[src/rtl/cpu_macros.svh]
`ifndef CPU_MACROS_SVH
`define CPU_MACROS_SVH

// data path word width
`define NB_DATA 32

// register file index width
`define NB_REG 5

// link pc width carried down the pipe
`define NB_PC 7

// data memory depth in words
`define DMEM_WORDS 64

`endif
[src/rtl/cpu_pkg.sv]
package cpu_pkg;

	// write-back source select, same encoding as the mem_to_reg field
	typedef enum logic [1:0]
	{
		WB_ALU = 2'd0,
		WB_MEM = 2'd1,
		WB_PC  = 2'd2
	} wb_sel_e;

	// memory access opcode carried with the instruction
	typedef enum logic [2:0]
	{
		MEM_NONE = 3'd0,
		MEM_LW   = 3'd1,
		MEM_LB   = 3'd2,
		MEM_SW   = 3'd3,
		MEM_SB   = 3'd4
	} mem_op_e;

	// true when the opcode writes the data memory
	function automatic logic is_store(input mem_op_e op);
		return (op == MEM_SW) || (op == MEM_SB);
	endfunction

endpackage

[src/rtl/data_memory.sv]
`timescale 1ns/1ns

`include "cpu_macros.svh"

module data_memory
	import cpu_pkg::*;
(
	input  logic                clock_i,
	input  logic                reset_i,
	input  logic                enable_pipe_i,
	input  mem_op_e             mem_op_i,
	input  logic [`NB_DATA-1:0] addr_i,
	input  logic [`NB_DATA-1:0] store_data_i,
	output logic [`NB_DATA-1:0] load_data_o
);

	localparam int ADDR_W = $clog2(`DMEM_WORDS);

	logic [`NB_DATA-1:0] mem [0:`DMEM_WORDS-1];
	logic [ADDR_W-1:0]   word_idx;
	logic [1:0]          lane;
	logic [`NB_DATA-1:0] word_rd;
	logic [7:0]          byte_rd;

	// word index sits just above the byte offset
	assign word_idx = addr_i[ADDR_W+1:2];
	assign lane     = addr_i[1:0];
	assign word_rd  = mem[word_idx];

	// stores only land when the pipe accepts the instruction
	always_ff @(posedge clock_i)
	begin
		if (reset_i)
		begin
			for (int i = 0; i < `DMEM_WORDS; i++)
			begin
				mem[i] <= '0;
			end
		end
		else if (enable_pipe_i && is_store(mem_op_i))
		begin
			if (mem_op_i == MEM_SW)
			begin
				mem[word_idx] <= store_data_i;
			end
			else
			begin
				// low byte of store data into the addressed lane
				mem[word_idx][8*lane +: 8] <= store_data_i[7:0];
			end
		end
	end

	// pick the addressed byte lane
	always_comb
	begin
		case (lane)
			2'd0:    byte_rd = word_rd[7:0];
			2'd1:    byte_rd = word_rd[15:8];
			2'd2:    byte_rd = word_rd[23:16];
			default: byte_rd = word_rd[31:24];
		endcase
	end

	// asynchronous load path, zero when not loading
	always_comb
	begin
		case (mem_op_i)
			MEM_LW:
			begin
				load_data_o = word_rd;
			end
			MEM_LB:
			begin
				load_data_o = {{(`NB_DATA-8){byte_rd[7]}}, byte_rd};
			end
			default:
			begin
				load_data_o = '0;
			end
		endcase
	end

endmodule

[config.mk]
export PLATFORM = sky130hd
export DESIGN_NAME = data_memory
export DESIGN_NICKNAME = d
export VERILOG_FILES = /design/src/rtl/cpu_pkg.sv /design/src/rtl/data_memory.sv
export VERILOG_INCLUDE_DIRS = /design/src /design/src/rtl
export SDC_FILE = /design/constraint.sdc
export NUM_CORES = 2
export LEC_CHECK = 0
export ABC_AREA = 1
export BUFFER_PORTS_ARGS = -buffer_cell sky130_fd_sc_hd__buf_2
export CAP_MARGIN = 5
export CORE_MARGIN = 2
export CORE_UTILIZATION = 40
export DETAILED_ROUTE_END_ITERATION = 10
export SLEW_MARGIN = 20
export SYNTH_ARGS = -nofsm -noshare
export SYNTH_HDL_FRONTEND = slang
export SYNTH_SLANG_ARGS = --single-unit
[constraint.sdc]
create_clock -name clock_i -period 5.1 [get_ports clock_i]
set_input_delay 1.02 -clock clock_i [delete_from_list [all_inputs] [get_ports clock_i]]
set_output_delay 1.02 -clock clock_i [all_outputs]
set_load 0.05 [all_outputs]
* After elaboration in Yosys (flattened, before gate mapping)
Memories as Yosys holds them, arrays and structs flattened. Index checks and enable logic that the tools add are counted.
Operators by class: add/sub/neg operators 1, equal/unequal tests 6, bitwise logic cells 32, shifts and indexed selects 2, muxes and demuxes 47, reductions and logical operators 4
Operator list (count):
- two-way mux 32 bit | 3
- one-hot mux 32 bit (2 select lines) | 1
- two-way mux 1 bit | 41
- negator 5 -> 34 bit | 1
- variable shift 8 x 34 -> 32 bit, first input constant | 1
- indexed part select 8 x 34 -> 32 bit | 1
- bitwise OR 1 bit | 32
- OR reduction 32 bit | 1
- one-hot mux 8 bit (3 select lines) | 1
- == test 3 x 2 -> 1 bit, second input constant | 2
- two-way mux 6 bit | 1
- == test 3 x 1 -> 1 bit, second input constant | 1
- == test 3 bit, second input constant | 1
- == test 2 x 1 -> 1 bit, second input constant | 1
- == test 2 bit, second input constant | 1
- zero test 2 bit | 1
- logical AND 1 bit | 1
- logical OR 1 bit | 1
Word-level totals: word-level logic and storage cells 93, flip-flop bits (word level) 0, bits in writable memories 2048, memories 1
Memories:
- mem | words 64, bits a word 32, read ports 1, clocked after Yosys merged registers in 0, write ports 64, line data_memory.sv:19 | logic [`NB_DATA-1:0] mem [0:`DMEM_WORDS-1];

* Longest topological paths before layout
depth after elaboration 9, gate-level depth with buffers 18, depth with buffers taken out 15

* Worst setup path before layout
No wires, ideal clock.
path kind in2out, start in addr_i[0], end out load_data_o[11], buffers on the path 4, cell stages on the path 10, data arrival time 3073 ps, slack 1007 ps, required time 4080 ps, cells stage by stage clkbuf_1 -> clkinv_1 -> ha_1 -> clkbuf_1 -> buf_1 -> nand2_1 -> nand2_1 -> o21ai_4 -> buf_4 -> nand2_1
On the way: word-level cells in the longest chain between the ends 3, elaborated cells between the ends (all ways) 5, those cells by class 2 x eq/ne; 2 x mux; 1 x reduce/logical
RTL lines:
- from (decl) | line data_memory.sv:12 | input logic [`NB_DATA-1:0] addr_i,
- == test 2 bit (tied with other cells) | line data_memory.sv:57 | case (lane)
- one-hot mux 8 bit (3 select lines) (*) | line data_memory.sv:57
- one-hot mux 32 bit (2 select lines) (*) | line data_memory.sv:68 | case (mem_op_i)
- to (decl) | line data_memory.sv:14 | output logic [`NB_DATA-1:0] load_data_o
Every way passes the cells marked *; elsewhere a longest branch is shown, timed or not.

* Final worst setup path
start in addr_i[2], end out load_data_o[15]
On the way: word-level cells in the longest chain between the ends 3
RTL lines (line):
- memory (64 x 32 bit) (*)
- one-hot mux 8 bit (3 select lines) | data_memory.sv:57
- one-hot mux 32 bit (2 select lines) (*) | data_memory.sv:68
Marks and branches as above.

==> flow_summary.json <==
{
  "die_y_um": 494,
  "timing.hold.worst.class": "input pin to flop",
  "multi_input_comb_area_mm2": 0.0318,
  "arrival_ps": 3970,
  "final_max_slew_viol_count": 0,
  "timing.setup.tns_ps": 0,
  "global_route_usage_sum": 0.255,
  "synth_seq_cells": 2048,
  "routed_wirelength_um": 317000,
  "met1Wirelength_um": 124000,
  "peakVddDrop_mv": 0.327,
  "netlist-cell-type-count": 28,
  "synth-simple-area-share": 0.311,
  "ys_seq_area_frac": 0.639,
  "grt_first_pass_wirelength_um": 463000,
  "grt_setup_unrepaired": "false",
  "maxSlewHeadroom": 0.234,
  "synthesis.nets": 10966,
  "synth_adder_area_share": 0.000910,
  "worstSetupStartpointType": "input pin",
  "cts_post_setup_buffers_inserted": 0,
  "final-setup-viol-count": 0,
  "post_route_cells_drive_above_1_share": 0.0727,
  "sequential_cell_area_mm2": 0.0615,
  "hold_path_depth": 3,
  "ys.warnings.count": 0,
  "numCtsBuffers": 213,
  "synth_xor_area_frac": 0,
  "timing.critical_path.fanout_max": 54,
  "drv.max_cap_violation_count": 0,
  "coreArea_mm2": 0.240,
  "met3RoutedLength_um": 31700,
  "biggest_area_contributors_in_the_synthesized_netlist": "sky130_fd_sc_hd__edfxtp_1, sky130_fd_sc_hd__nand2_1, sky130_fd_sc_hd__nor2_1, sky130_fd_sc_hd__nand3_1, sky130_fd_sc_hd__clkbuf_1",
  "post-route-min-period_ps": 4990,
  "worst-slew-pin-transition_ps": 1150,
  "synthToLayoutAreaGrowth_pct": 13.2,
  "via_count": 76080,
  "async_flop_share": 0,
  "io_buffers": 77,
  "worst_endpoint_required_time_ps": 4080,
  "tritoncts_num_sinks": 2048,
  "drtAntennaViolNets": 0,
  "cts_htree_levels": 4,
  "tritoncts": "built",
  "floorplan.die_area_mm2": 0.244,
  "timing.final.hold_violations": 0,
  "clock.fmax_ghz": 0.200,
  "avgRoutedWirePerCell_um": 22.3,
  "clk_path_buf_depth": 3,
  "post_synth.cell_area_avg_um2": 8.83,
  "vias_per_cell": 5.36,
  "largest-register": "mem",
  "largest_net_degree_at_the_start_of_global_routing": 141,
  "final_net_count": 10901,
  "outcome": "completed",
  "initial_utilization": 0.401,
  "synth_edf_count": 2048,
  "yosys.area.top_type": "sky130_fd_sc_hd__edfxtp_1",
  "clkSlewWorstSetupHoldPaths_ps": 60,
  "holdCritStartpoint": "store_data_i[18]",
  "ctsRootBufferMaster": "sky130_fd_sc_hd__clkbuf_16",
  "drt_pass1_iterations": 6,
  "synth_mux_area_frac": 0,
  "whs_endpoint": "mem[62][18]",
  "number_of_rows_created_at_floorplan": 180,
  "first_global_vias": 72408,
  "largestRegisters": "mem x2048",
  "topRoutingLayerUsed": "met5",
  "pwr_density_cell_mw_per_mm2": 359,
  "met2RoutedLength_um": 145000,
  "post_layout_nonfiller_instances": 14202,
  "synth_top_family_by_area": "simple AND/OR/NAND/NOR gates",
  "die_x_um": 494,
  "synth_ff_type": "sky130_fd_sc_hd__edfxtp_1",
  "fill_cells": 22966,
  "synthDominantCellAreaShare": 0.639,
  "total_leakage_power_nw": 45.0,
  "global_route.overflow_total": 0,
  "drc_markers": 0,
  "final_min_period_over_clock_period": 0.978,
  "antenna_found_initial": 26,
  "placer_congestion": 0.969,
  "synth_area_mm2": 0.0962,
  "drt_iter0_markers": 9087,
  "worstSetupPathType": "input pin to primary output",
  "ios": 102,
  "post-place-cells": 13794,
  "flip_flop_count_of_the_largest_register_all_copies_and_words_added": 2048,
  "syn_inst": 10889,
  "setup.worst_path.end_class": "primary output",
  "detailed_placer_s_ending_hpwl_um": 204000,
  "post_synthesis_compound_gate_area_fraction": 0.0165
}
[synth_stat cells (6+ instances only)]
cell type / number
sky130_fd_sc_hd__a21oi_1: 120
sky130_fd_sc_hd__buf_1: 81
sky130_fd_sc_hd__buf_2: 192
sky130_fd_sc_hd__clkbuf_1: 409
sky130_fd_sc_hd__edfxtp_1: 2048
sky130_fd_sc_hd__ha_1: 7
sky130_fd_sc_hd__inv_1: 61
sky130_fd_sc_hd__inv_2: 25
sky130_fd_sc_hd__nand2_1: 4962
sky130_fd_sc_hd__nand2_2: 6
sky130_fd_sc_hd__nand3_1: 454
sky130_fd_sc_hd__nor2_1: 2316
sky130_fd_sc_hd__nor3_2: 8
sky130_fd_sc_hd__o211ai_1: 31
sky130_fd_sc_hd__o21ai_0: 87
sky130_fd_sc_hd__o21ai_1: 39
sky130_fd_sc_hd__o41ai_1: 8
sky130_fd_sc_hd__or2_1: 6
sky130_fd_sc_hd__or2_2: 10
[layout make-up]
type / count / share of cell area
Inverter: 87 / 0.00335
Timing Repair Buffer: 405 / 0.0381
Tap cell: 3185 / 0.0366
Clock inverter: 149 / 0.0143
Multi-Input combinational cell: 8069 / 0.292
Sequential cell: 2048 / 0.565
Clock buffer: 245 / 0.0502
Antenna cell: 14 / 0.000322
[how the worst max path moves through the flow]
stage                     startpoint         endpoint  slack (ps)
after floorplan            addr_i[0]  load_data_o[11]        1010
after global placement     addr_i[2]  load_data_o[16]          60
after detailed placement   addr_i[2]  load_data_o[15]          40
after CTS                  addr_i[2]  load_data_o[15]          30
after global routing       addr_i[2]  load_data_o[11]           2
final                      addr_i[2]  load_data_o[15]         110
[logic make-up (layout without fill, tap and decap cells)]
| kind of cell | count (synthesis) | count (layout) |
|---|---|---|
| AND/OR/NAND/NOR | 7772 | 7772 |
| flip-flops | 2048 | 2048 |
| buffers and inverters | 772 | 886 |
| AO/OA/AOI/OAI | 290 | 290 |
| adder cells (fa/ha/maj) | 7 | 7 |
| other | 0 | 14 |
[metrics by stage]
step | setup WS [ps] | power [W] | hold slack (ps) | cell area [µm²] | util
after detailed placement | 36.2 | 0.0234 | 1590 | 102000 | 0.424
final | 112 | 0.0390 | 720 | 109000 | 0.454
after global routing | 2.01 | 0.0401 | 705 | 109000 | 0.454
after floorplan | 1010 | 0.0219 | 1370 | 96200 | -
after CTS | 28.4 | 0.0391 | 665 | 109000 | 0.454
after global placement | 63.9 | 0.0234 | 1570 | 102000 | 0.424
[placed cells by master, fill, tap and decap left out, types with 5 or more instances in the layout]
cell type	n
sky130_fd_sc_hd__nand3_1	454
sky130_fd_sc_hd__clkbuf_1	31
sky130_fd_sc_hd__a21oi_1	120
sky130_fd_sc_hd__nand2_4	8
sky130_fd_sc_hd__clkbuf_16	214
sky130_fd_sc_hd__inv_2	21
sky130_fd_sc_hd__o21ai_0	86
sky130_fd_sc_hd__o21ai_1	27
sky130_fd_sc_hd__inv_6	10
sky130_fd_sc_hd__ha_1	7
sky130_fd_sc_hd__o21ai_4	14
sky130_fd_sc_hd__or2_2	10
sky130_fd_sc_hd__clkinv_2	45
sky130_fd_sc_hd__nand2_1	4949
sky130_fd_sc_hd__o41ai_1	8
sky130_fd_sc_hd__bufinv_16	28
sky130_fd_sc_hd__diode_2	14
sky130_fd_sc_hd__nor3_4	8
sky130_fd_sc_hd__buf_12	98
sky130_fd_sc_hd__clkinvlp_4	5
sky130_fd_sc_hd__nand4_1	5
sky130_fd_sc_hd__edfxtp_1	2048
sky130_fd_sc_hd__nor2_1	2311
sky130_fd_sc_hd__o211ai_1	31
sky130_fd_sc_hd__buf_4	225
sky130_fd_sc_hd__nand2_2	11
sky130_fd_sc_hd__inv_1	59
sky130_fd_sc_hd__clkinv_1	56
sky130_fd_sc_hd__or2_1	6
sky130_fd_sc_hd__buf_2	70
[worst max-delay path: stages]
cell and delay (ps):
sky130_fd_sc_hd__buf_8 280, sky130_fd_sc_hd__buf_4 570, sky130_fd_sc_hd__nand2_1 120, sky130_fd_sc_hd__o211ai_1 150, sky130_fd_sc_hd__nand2_1 80, sky130_fd_sc_hd__o21ai_1 260
sky130_fd_sc_hd__nand2_1 140, sky130_fd_sc_hd__nor2_1 120, sky130_fd_sc_hd__nand2_1 110, sky130_fd_sc_hd__buf_4 210, sky130_fd_sc_hd__nand2_1 70, sky130_fd_sc_hd__nand2_1 90
sky130_fd_sc_hd__o21ai_4 170, sky130_fd_sc_hd__buf_12 180, sky130_fd_sc_hd__nand2_1 80, sky130_fd_sc_hd__clkbuf_4 210
[layer usage]
metal	global-route usage	vias to the layer above
li1	-	35060
met3	0.0506	660
met2	0.401	3624
met5	0	-
met4	0.121	10
met1	0.337	36726
[power by group]
| part | internal (W) | switching (W) |
|---|---|---|
| combinational | 0.000882 | 0.00270 |
| clock | 0.00910 | 0.00682 |
| sequential | 0.0193 | 0.000231 |
[repair_timing]
action,in CTS,in global routing
hold buffers,0,0
setup endpoints to repair,0,28
gates resized for setup,0,15
No activity file was read; power rests on OpenSTA's default activity.
