[src/rtl/cpu_macros.svh]
`ifndef CPU_MACROS_SVH
`define CPU_MACROS_SVH

// data path word width
`define NB_DATA 32

// register file index width
`define NB_REG 5

// link pc width carried down the pipe
`define NB_PC 7

// data memory depth in words
`define DMEM_WORDS 64

`endif
[src/rtl/cpu_pkg.sv]
package cpu_pkg;

	// write-back source select, same encoding as the mem_to_reg field
	typedef enum logic [1:0]
	{
		WB_ALU = 2'd0,
		WB_MEM = 2'd1,
		WB_PC  = 2'd2
	} wb_sel_e;

	// memory access opcode carried with the instruction
	typedef enum logic [2:0]
	{
		MEM_NONE = 3'd0,
		MEM_LW   = 3'd1,
		MEM_LB   = 3'd2,
		MEM_SW   = 3'd3,
		MEM_SB   = 3'd4
	} mem_op_e;

	// true when the opcode writes the data memory
	function automatic logic is_store(input mem_op_e op);
		return (op == MEM_SW) || (op == MEM_SB);
	endfunction

endpackage

[src/rtl/mem_wb_stage.sv]
`timescale 1ns/1ns

`include "cpu_macros.svh"

module mem_wb_stage
	import cpu_pkg::*;
(
	input  logic                clock_i,
	input  logic                reset_i,
	input  logic                enable_pipe_i,

	input  logic [`NB_DATA-1:0] mem_data_read_i,
	input  logic [`NB_DATA-1:0] alu_result_i,
	input  logic [`NB_PC-1:0]   pc_i,
	input  logic [`NB_REG-1:0]  write_register_i,
	input  logic                reg_write_i,
	input  wb_sel_e             wb_sel_i,

	output logic [`NB_DATA-1:0] mem_data_read_o,
	output logic [`NB_DATA-1:0] alu_result_o,
	output logic [`NB_PC-1:0]   pc_o,
	output logic [`NB_REG-1:0]  write_register_o,
	output logic                reg_write_o,
	output wb_sel_e             wb_sel_o
);

	// everything clears on reset so the write-back bus starts quiet
	always_ff @(posedge clock_i)
	begin
		if (reset_i)
		begin
			mem_data_read_o  <= '0;
			alu_result_o     <= '0;
			pc_o             <= '0;
			write_register_o <= '0;
			reg_write_o      <= 1'b0;
			wb_sel_o         <= WB_ALU;
		end
		else if (enable_pipe_i)
		begin
			mem_data_read_o  <= mem_data_read_i;
			alu_result_o     <= alu_result_i;
			pc_o             <= pc_i;
			write_register_o <= write_register_i;
			reg_write_o      <= reg_write_i;
			wb_sel_o         <= wb_sel_i;
		end
		// stalled: hold the current contents
		else
		begin
			mem_data_read_o  <= mem_data_read_o;
			alu_result_o     <= alu_result_o;
			pc_o             <= pc_o;
			write_register_o <= write_register_o;
			reg_write_o      <= reg_write_o;
			wb_sel_o         <= wb_sel_o;
		end
	end

endmodule

[config.mk]
export PLATFORM = sky130hd
export DESIGN_NAME = mem_wb_stage
export DESIGN_NICKNAME = d
export VERILOG_FILES = /design/src/rtl/cpu_pkg.sv /design/src/rtl/mem_wb_stage.sv
export VERILOG_INCLUDE_DIRS = /design/src /design/src/rtl
export SDC_FILE = /design/constraint.sdc
export NUM_CORES = 1
export LEC_CHECK = 0
export BUFFER_PORTS_ARGS = -buffer_cell sky130_fd_sc_hd__buf_4
export CAP_MARGIN = 40
export CELL_PAD_IN_SITES_DETAIL_PLACEMENT = 1
export CELL_PAD_IN_SITES_GLOBAL_PLACEMENT = 1
export CORE_MARGIN = 5
export CORE_UTILIZATION = 28
export CTS_BUF_LIST = sky130_fd_sc_hd__clkbuf_16
export DETAILED_ROUTE_END_ITERATION = 12
export PLACE_DENSITY = 0.78
export SETUP_SLACK_MARGIN = 0.4
export SLEW_MARGIN = 10
export SYNTH_ARGS = -nofsm -noshare
export SYNTH_HDL_FRONTEND = slang
export SYNTH_SLANG_ARGS = --single-unit
export TNS_END_PERCENT = 20
[constraint.sdc]
create_clock -name clock_i -period 0.9 [get_ports clock_i]
set_input_delay 0.135 -clock clock_i [delete_from_list [all_inputs] [get_ports clock_i]]
set_output_delay 0.135 -clock clock_i [all_outputs]
set_load 0.05 [all_outputs]
======== After elaboration in Yosys (flattened, before gate mapping) ========
Cells that the tools add are included.
storage, ports and cells
  register bits after elaboration ......... 79
  input port bits ......................... 82
  output and inout bits ................... 79
  logic and storage cells ................. 6

======== Depth between registers and ports, before layout ========
Gate-level depths: netlist of run 1.
  depth in word-level cells ............... 0
  mapped depth ............................ 5
  gate-level depth less buffers ........... 2

======== Worst setup path after synthesis of run 1 ========
Ideal clock, no wire load.
  path type ............................... in2reg
  start point ............................. in enable_pipe_i
  end point ............................... reg mem_data_read_o[20]
  library setup time ...................... 0.117 ns
  arrival ................................. 0.767 ns
  setup slack ............................. 0.016 ns
  stages .................................. 5
  path buffers ............................ 3
  path through ............................ buf_4 > buf_8 > buf_8 > mux2i_1 > nor2_1
RTL lines
  item                  RTL line            source
  from (decl)           mem_wb_stage.sv:10  input logic enable_pipe_i,
  to (signal assigned)  mem_wb_stage.sv:41  mem_data_read_o <= mem_data_read_i;
  to (signal assigned)  mem_wb_stage.sv:51  mem_data_read_o <= mem_data_read_o;
  to (decl)             mem_wb_stage.sv:19  output logic [`NB_DATA-1:0] mem_data_read_o,

======== Worst setup path after layout of run 1 ========
  start point ............................. reg mem_data_read_o[19]
  end point ............................... out mem_data_read_o[19]
No word-level cell between the ends.

==> flow_summary_export.csv, run 1 <==
group,metric,value,unit
outcome,outcome,"finished with violations",
outcome,violations,"negative setup slack",
timing,slew_violations,0,
critical_path,startpoint,"mem_data_read_o[19]",
finish,diodes,0,
clocking,htree_levels,3,
critical_path,crit_fanout,2,
grt,grt_use_total,14.2,%
critical_path,critPathBufInv,1,
min_path,hold_path_class,"in -> reg",
power,clockPowerShare,35.2,%
power,ir_drop,0.000907,V
timing,final_period_minus_worst_setup_slack,0.973,ns
grt,antenna_found_initial,0,
synth,synth_cell_type_count,7,
grt,grt_pass1_wl,13100,um
clocking,root_buffer,"clkbuf_16",
floorplan,die_x,110,um
power,p_int,6.73,mW
timing,fin_setup_tns,-3.93,ns
run,maxCapViolCount,0,
critical_path,worst-path-stages,1,
timing,hold_viol_final,0,
place,io_buffers,160,
timing,period_share,108,%
synth,syn-num-nets,337,
grt,overflow,0,
power,power_switching,2.67,mW
timing,setup_violations,79,
routing,drc,0,
synth,ys_seq_area_share,56.7,%
critical_path,critPathLaunchType,"register",
floorplan,die_y,110,um
finish,fin_nets,500,
timing,rsz0062_at_grt,"true",
power,powerDensity,1810,nW/um^2
grt,grt_pass1_vias,2581,
critical_path,worst-r2r-setup-slack,0.13,ns
place,place.gp.congestion,0.656,
finish,syn_to_final_growth,86.0,%
synth,syn_avg_cell_area,10.9,sq um
synth,netlist_area,2790,sq um
power,combPwrFrac,23.1,%
routing,vias,2399,
clocking,clk_path_buf_depth,2,
floorplan,start_util,28.7,%
timing,max_freq,1030,MHz
critical_path,r2r-start,"mem_data_read_o[21]",
power,seq_power_share,41.6,%
clocking,cts_buffers,9,
synth,yosysWarnings,0,
timing,fin_ws,-0.0735,ns
critical_path,rr_worst_depth,3,
routing,ant_nets,0,
synth,synthCells,255,
place,pre_cts_ws,-0.0839,ns
clocking,cts.sinks,79,
clocking,clk_latency,0.33,ns
clocking,cts_tree,"yes",
critical_path,worstPathCellList,"buf_8",
critical_path,crit_end,"mem_data_read_o[19]",
floorplan,core-area,9730,sq um
finish,stdcell_area,5190,sq um
clocking,clk_pin_slew,0.06,ns
critical_path,cp.arrival,0.84,ns
place,dp.final_hpwl,6120,um
critical_path,crit_slowest_cell,"dfxtp_2",
routing,avgRoutedWirePerCell,16.0,um
place,place_area,4210,sq um
power,p_leak,2.47,nW
timing,fin_skew,0,ns
timing,worst_slew_pin_slew,0.281,ns
critical_path,crit_type,"reg -> out",
critical_path,path_delay_family,"flip-flops",
floorplan,ios,161,
power,switching_share,28.4,%
timing,relSlewSlack,81.3,%
critical_path,required,0.76,ns
synth,ys_seq_elements,79,
finish,drive_gt1_share,61.9,%
routing,vias_per_cell,4.31,
grt,grt_start_max_net_pins,46,
clocking,cts_hold_buf,0,
floorplan,rows,36,
critical_path,worst_path_largest_cell_delay,0.36,ns
critical_path,cp-end-kind,"output pin",
min_path,worstHoldStart,"alu_result_i[0]",
floorplan,die-area,12100,sq um
routing,totalWireLength,8880,um
routing,drtPass1Iterations,3,
critical_path,r2r-end,"mem_data_read_o[21]",
routing,drt-initial-drc-count,65,
finish,fin_util,53.3,%
==> power groups by stage <==
stage                     Combinational (mW)  Clock (mW)  Sequential (mW)
after floorplan                        0.466           0             4.60
after global placement                  1.85           0             3.87
after detailed placement                1.87           0             3.88
after CTS                               2.16        3.42             3.91
after global routing                    2.28        3.61             3.94
final                                   2.17        3.31             3.91
==> metal layers <==
metal  part of all wire [%]  track usage [%]  vias up  wire length, um
met5                      0                0        -                0
met4                    1.2             4.36        0              108
met3                    7.9             5.58        9              702
met2                     55             25.8       94             4840
met1                     36             15.0     1132             3230
li1                       -                -     1164                -
==> logic make-up (layout without fill, tap and decap cells) <==
kind of cell	after synthesis	after routing	synth area share, %
buf+inv	18	186	4.31
simple gates	79	79	10.6
mux	79	79	28.4
flops	79	79	56.7
==> flip-flops by register name (all words and copies together), names as in the netlist <==
register / count
alu_result_o: 32
mem_data_read_o: 32
pc_o: 7
write_register_o: 5
wb_sel_o: 2
reg_write_o: 1
==> Yosys cell counts, drive strengths merged <==
cell type	number	share of area, %
mux2i	79	28
clkbuf	6	0.81
dfxtp	79	57
buf	12	3.5
nor2	79	11
==> cell type report <==
type / count / area (sq um)
multi-input combinational: 158 / 1090
clock buffer: 10 / 250
fill: 1009 / 4540
timing repair buffer: 170 / 1920
tap: 133 / 166
clock inverter: 6 / 27.5
sequential: 79 / 1730
==> layout by cell type, fill, tap and decap left out <==
cell / n
buf_12: 3
mux2i_2: 1
buf_8: 77
inv_1: 2
clkinvlp_4: 1
nor2_1: 79
clkinv_2: 1
buf_16: 1
dfxtp_2: 58
dfxtp_4: 21
clkinv_1: 2
clkbuf_16: 10
buf_4: 87
buf_6: 2
mux2i_1: 78
==> metrics by stage <==
| stage | hold slack (ns) | instances | total power [mW] |
|---|---|---|---|
| after floorplan | 0.281 | 255 | 5.06 |
| after global placement | 0.367 | 534 | 5.72 |
| after detailed placement | 0.378 | 534 | 5.75 |
| after CTS | 0.0457 | 552 | 9.49 |
| after global routing | 0.0382 | 556 | 9.82 |
| final | 0.0420 | 556 | 9.39 |
==> repair_timing <==
item / 4_1_cts / 5_1_grt
gates resized for setup: 197 / 6
pin swaps: 79 / 79
hold endpoints to repair: 0 / 0
setup endpoints to repair: 158 / 158
setup buffers: 2 / 4
==> worst min-delay path by stage <==
stage / cells after the start / end / slack [ns]
CTS: 3 / mem_data_read_o[18] / 0.05
global placement: 3 / pc_o[6] / 0.37
detailed placement: 3 / alu_result_o[2] / 0.38
finish: 3 / alu_result_o[0] / 0.04
global route: 3 / alu_result_o[30] / 0.04
floorplan: 2 / alu_result_o[0] / 0.28
No activity file was read; power rests on OpenSTA's default activity.
==> run 2, diff against run 1 <==
--- a/config.mk
+++ b/config.mk
@@ -6,15 +6,17 @@
 export SDC_FILE = /design/constraint.sdc
 export NUM_CORES = 1
 export LEC_CHECK = 0
+export ABC_AREA = 1
 export BUFFER_PORTS_ARGS = -buffer_cell sky130_fd_sc_hd__buf_4
 export CAP_MARGIN = 40
 export CELL_PAD_IN_SITES_DETAIL_PLACEMENT = 1
 export CELL_PAD_IN_SITES_GLOBAL_PLACEMENT = 1
+export CORE_ASPECT_RATIO = 1.25
 export CORE_MARGIN = 5
 export CORE_UTILIZATION = 28
 export CTS_BUF_LIST = sky130_fd_sc_hd__clkbuf_16
 export DETAILED_ROUTE_END_ITERATION = 12
-export PLACE_DENSITY = 0.78
+export PLACE_DENSITY = 0.8
 export SETUP_SLACK_MARGIN = 0.4
 export SLEW_MARGIN = 10
 export SYNTH_ARGS = -nofsm -noshare
==> run 2 against run 1 <==
  * The flow still finishes with violations (negative setup slack)
  * Worst setup slack got worse by 0.0034 ns
  * Count of clock-buffer cells in the layout decreased by 1
  * Maximum frequency decreased by 0.35%
  * Worst hold slack improved by 0.062 ns
  * Critical path depth unchanged
  * Sequential power increased by 2%
  * Critical path type unchanged
  * Critical endpoint is now alu_result_o[19]
  * Largest cell class unchanged
  * Highest routed layer unchanged
==> flow_summary_export.csv, run 2 <==
group,metric,value,unit
outcome,outcome,"finished with violations",
outcome,violations,"negative setup slack",
routing,drc,0,
synth,syn-num-nets,583,
synth,ys_top_cells_by_area,"dfxtp_1, nand2_1, nor2_1",
synth,yosysTopAreaCell,"dfxtp_1",
timing,whs,0.104,ns
critical_path,required,0.76,ns
routing,vias,3647,
clocking,cts_tree,"yes",
synth,post-synth-top-count-cell,"nand2_1",
synth,muxShareOfSynthArea,0,%
synth,synth_cell_type_count,11,
routing,ant_nets,0,
clocking,htree_levels,3,
critical_path,crit_fanout,2,
finish,syn_to_final_growth,94.6,%
critical_path,cp-end-kind,"output pin",
place,dp.final_hpwl,8280,um
timing,hold_viol_final,0,
finish,final_common_cell,"nand2_1",
finish,drive_gt1_share,56.5,%
routing,drtPass1Iterations,4,
clocking,clk_pin_slew,0.06,ns
critical_path,worstPathCellList,"buf_8",
synth,synthXorXnorAreaFrac,0,%
synth,ys_seq_elements,79,
synth,synthTopCellsByCount,"nand2_1, nor2_1, dfxtp_1, inv_1, nor2_2",
routing,totalWireLength,12500,um
synth,netlist_area,3390,sq um
synth,synth_edf_count,0,
floorplan,start_util,28.2,%
critical_path,cp.arrival,0.84,ns
grt,antenna_found_initial,0,
routing,met1Wirelength,4310,um
grt,grt_use_total,17.3,%
timing,setup_violations,79,
run,maxCapViolCount,0,
synth,synthCells,501,
synth,synth-main-ff-cell,"dfxtp_1",
critical_path,crit_slowest_cell,"dfxtp_4",
timing,fin_ws,-0.0769,ns
synth,syn_avg_cell_area,6.76,sq um
timing,slew_violations,0,
timing,rsz0062_at_grt,"true",
clocking,root_buffer,"clkbuf_16",
floorplan,core-area,12000,sq um
place,io_buffers,160,
place,place.gp.congestion,0.750,
grt,grt_pass1_wl,19800,um
finish,diodes,0,
floorplan,die_y,133,um
routing,drt-initial-drc-count,55,
grt,grt_pass1_vias,4136,
clocking,clk_latency,0.32,ns
grt,overflow,0,
finish,reg.largest.list,"alu_result_o: 32 flops, mem_data_read_o: 32 flops, pc_o: 7 flops",
synth,synth-async-reset-ratio,0,%
synth,ys_seq_area_share,46.7,%
finish,instances_no_fill,877,
timing,max_freq,1020,MHz
timing,period_share,109,%
routing,wl_met2,7190,um
timing,relSlewSlack,86.3,%
critical_path,critPathBufInv,1,
power,powerDensity,1650,nW/um^2
timing,worst_slew_pin_slew,0.206,ns
min_path,hold_path_class,"in -> reg",
floorplan,rows,45,
timing,fin_skew,0,ns
floorplan,die-area,14400,sq um
synth,synthAdderAreaFrac,0,%
clocking,cts.sinks,79,
routing,vias_per_cell,4.16,
clocking,clk_path_buf_depth,2,
synth,yosysWarnings,0,
critical_path,path_delay_family,"flip-flops",
floorplan,die_x,108,um
synth,synth_compound_area_share,0,%
synth,synth_top_cell_area_share,46.7,%
routing,avgRoutedWirePerCell,14.2,um
finish,final_cell_mix,"nand2_1, buf_4, inv_1, buf_8, nor2_1",
critical_path,critPathLaunchType,"register",
synth,yosys.area_share.simple,38.1,%
place,pre_cts_ws,-0.0119,ns
place,dp_cells,818,
critical_path,worst_path_largest_cell_delay,0.37,ns
routing,top_layer,"met4",
routing,route.met3.wl,762,um
power,ir_drop,0.000767,V
timing,final_period_minus_worst_setup_slack,0.977,ns
grt,grt_start_max_net_pins,45,
power,p_leak,3.38,nW
finish,fin_nets,790,
synth,synth_top_family_by_area,"simple AND/OR/NAND/NOR gates",
critical_path,crit_type,"reg -> out",
floorplan,ios,161,
clocking,cts_buffers,9,
[run 2: metrics by stage]
stage	utilization, %	TNS [ns]	total power [mW]	area (sq um)
2_1_floorplan	-	0	5.74	3870
3_3_place_gp	43.6	0	6.51	5230
3_5_place_dp	43.6	-0.0190	6.61	5230
4_1_cts	53.6	-5.54	10.9	6430
5_1_grt	55.0	-7.09	11.4	6590
6_report	55.0	-4.22	10.9	6590
[run 2: worst reg2reg max path, cell delays in order (launching register included)]
cell     delay, ns
dfxtp_4       0.35
buf_4         0.13
buf_6         0.11
nor2_4        0.07
nor2_2        0.04
[run 2: cell type report]
class                   count  area [sq um]
fillers                  1429          5400
well taps                 164           205
clock inverters             7          80.1
repair buffers            222          2360
flip-flops and latches     79          1790
inverters                  80           300
multi-input cells         316          1630
clock buffers               9           225
[run 2: final timing paths]
check	startpoint	end	slack, ns	depth (start not counted)
worst max register to register	mem_data_read_o[1]	mem_data_read_o[1]	0.10	4
worst min register to register	mem_data_read_o[5]	mem_data_read_o[5]	0.49	2
worst min-delay path	alu_result_i[3]	alu_result_o[3]	0.10	5
worst max-delay path	alu_result_o[19]	alu_result_o[19]	-0.08	1
[run 2: layer usage]
layer  vias up  GRT usage, %
li1       1825             -
met1      1710          16.7
met2        95          34.3
met3        17          4.73
met4         0          5.68
met5         -             0
[run 2: report_power, final]
part / switching (mW) / internal, mW
Sequential: 0.242 / 3.74
Combinational: 1.71 / 1.42
Clock: 1.39 / 2.39
[run 2: kinds of logic (layout without fill, tap and decap cells)]
kind of cell | after synthesis | in the layout
buffers and inverters | 106 | 318
DFF | 79 | 79
and+or+nand+nor | 316 | 316
[run 2: repair_timing]
action,in CTS,in global routing
hold endpoints to repair,0,0
setup endpoints to repair,158,158
pin swaps,84,49
buffers inserted,29,14
hold buffers,0,0
resized for setup,194,14
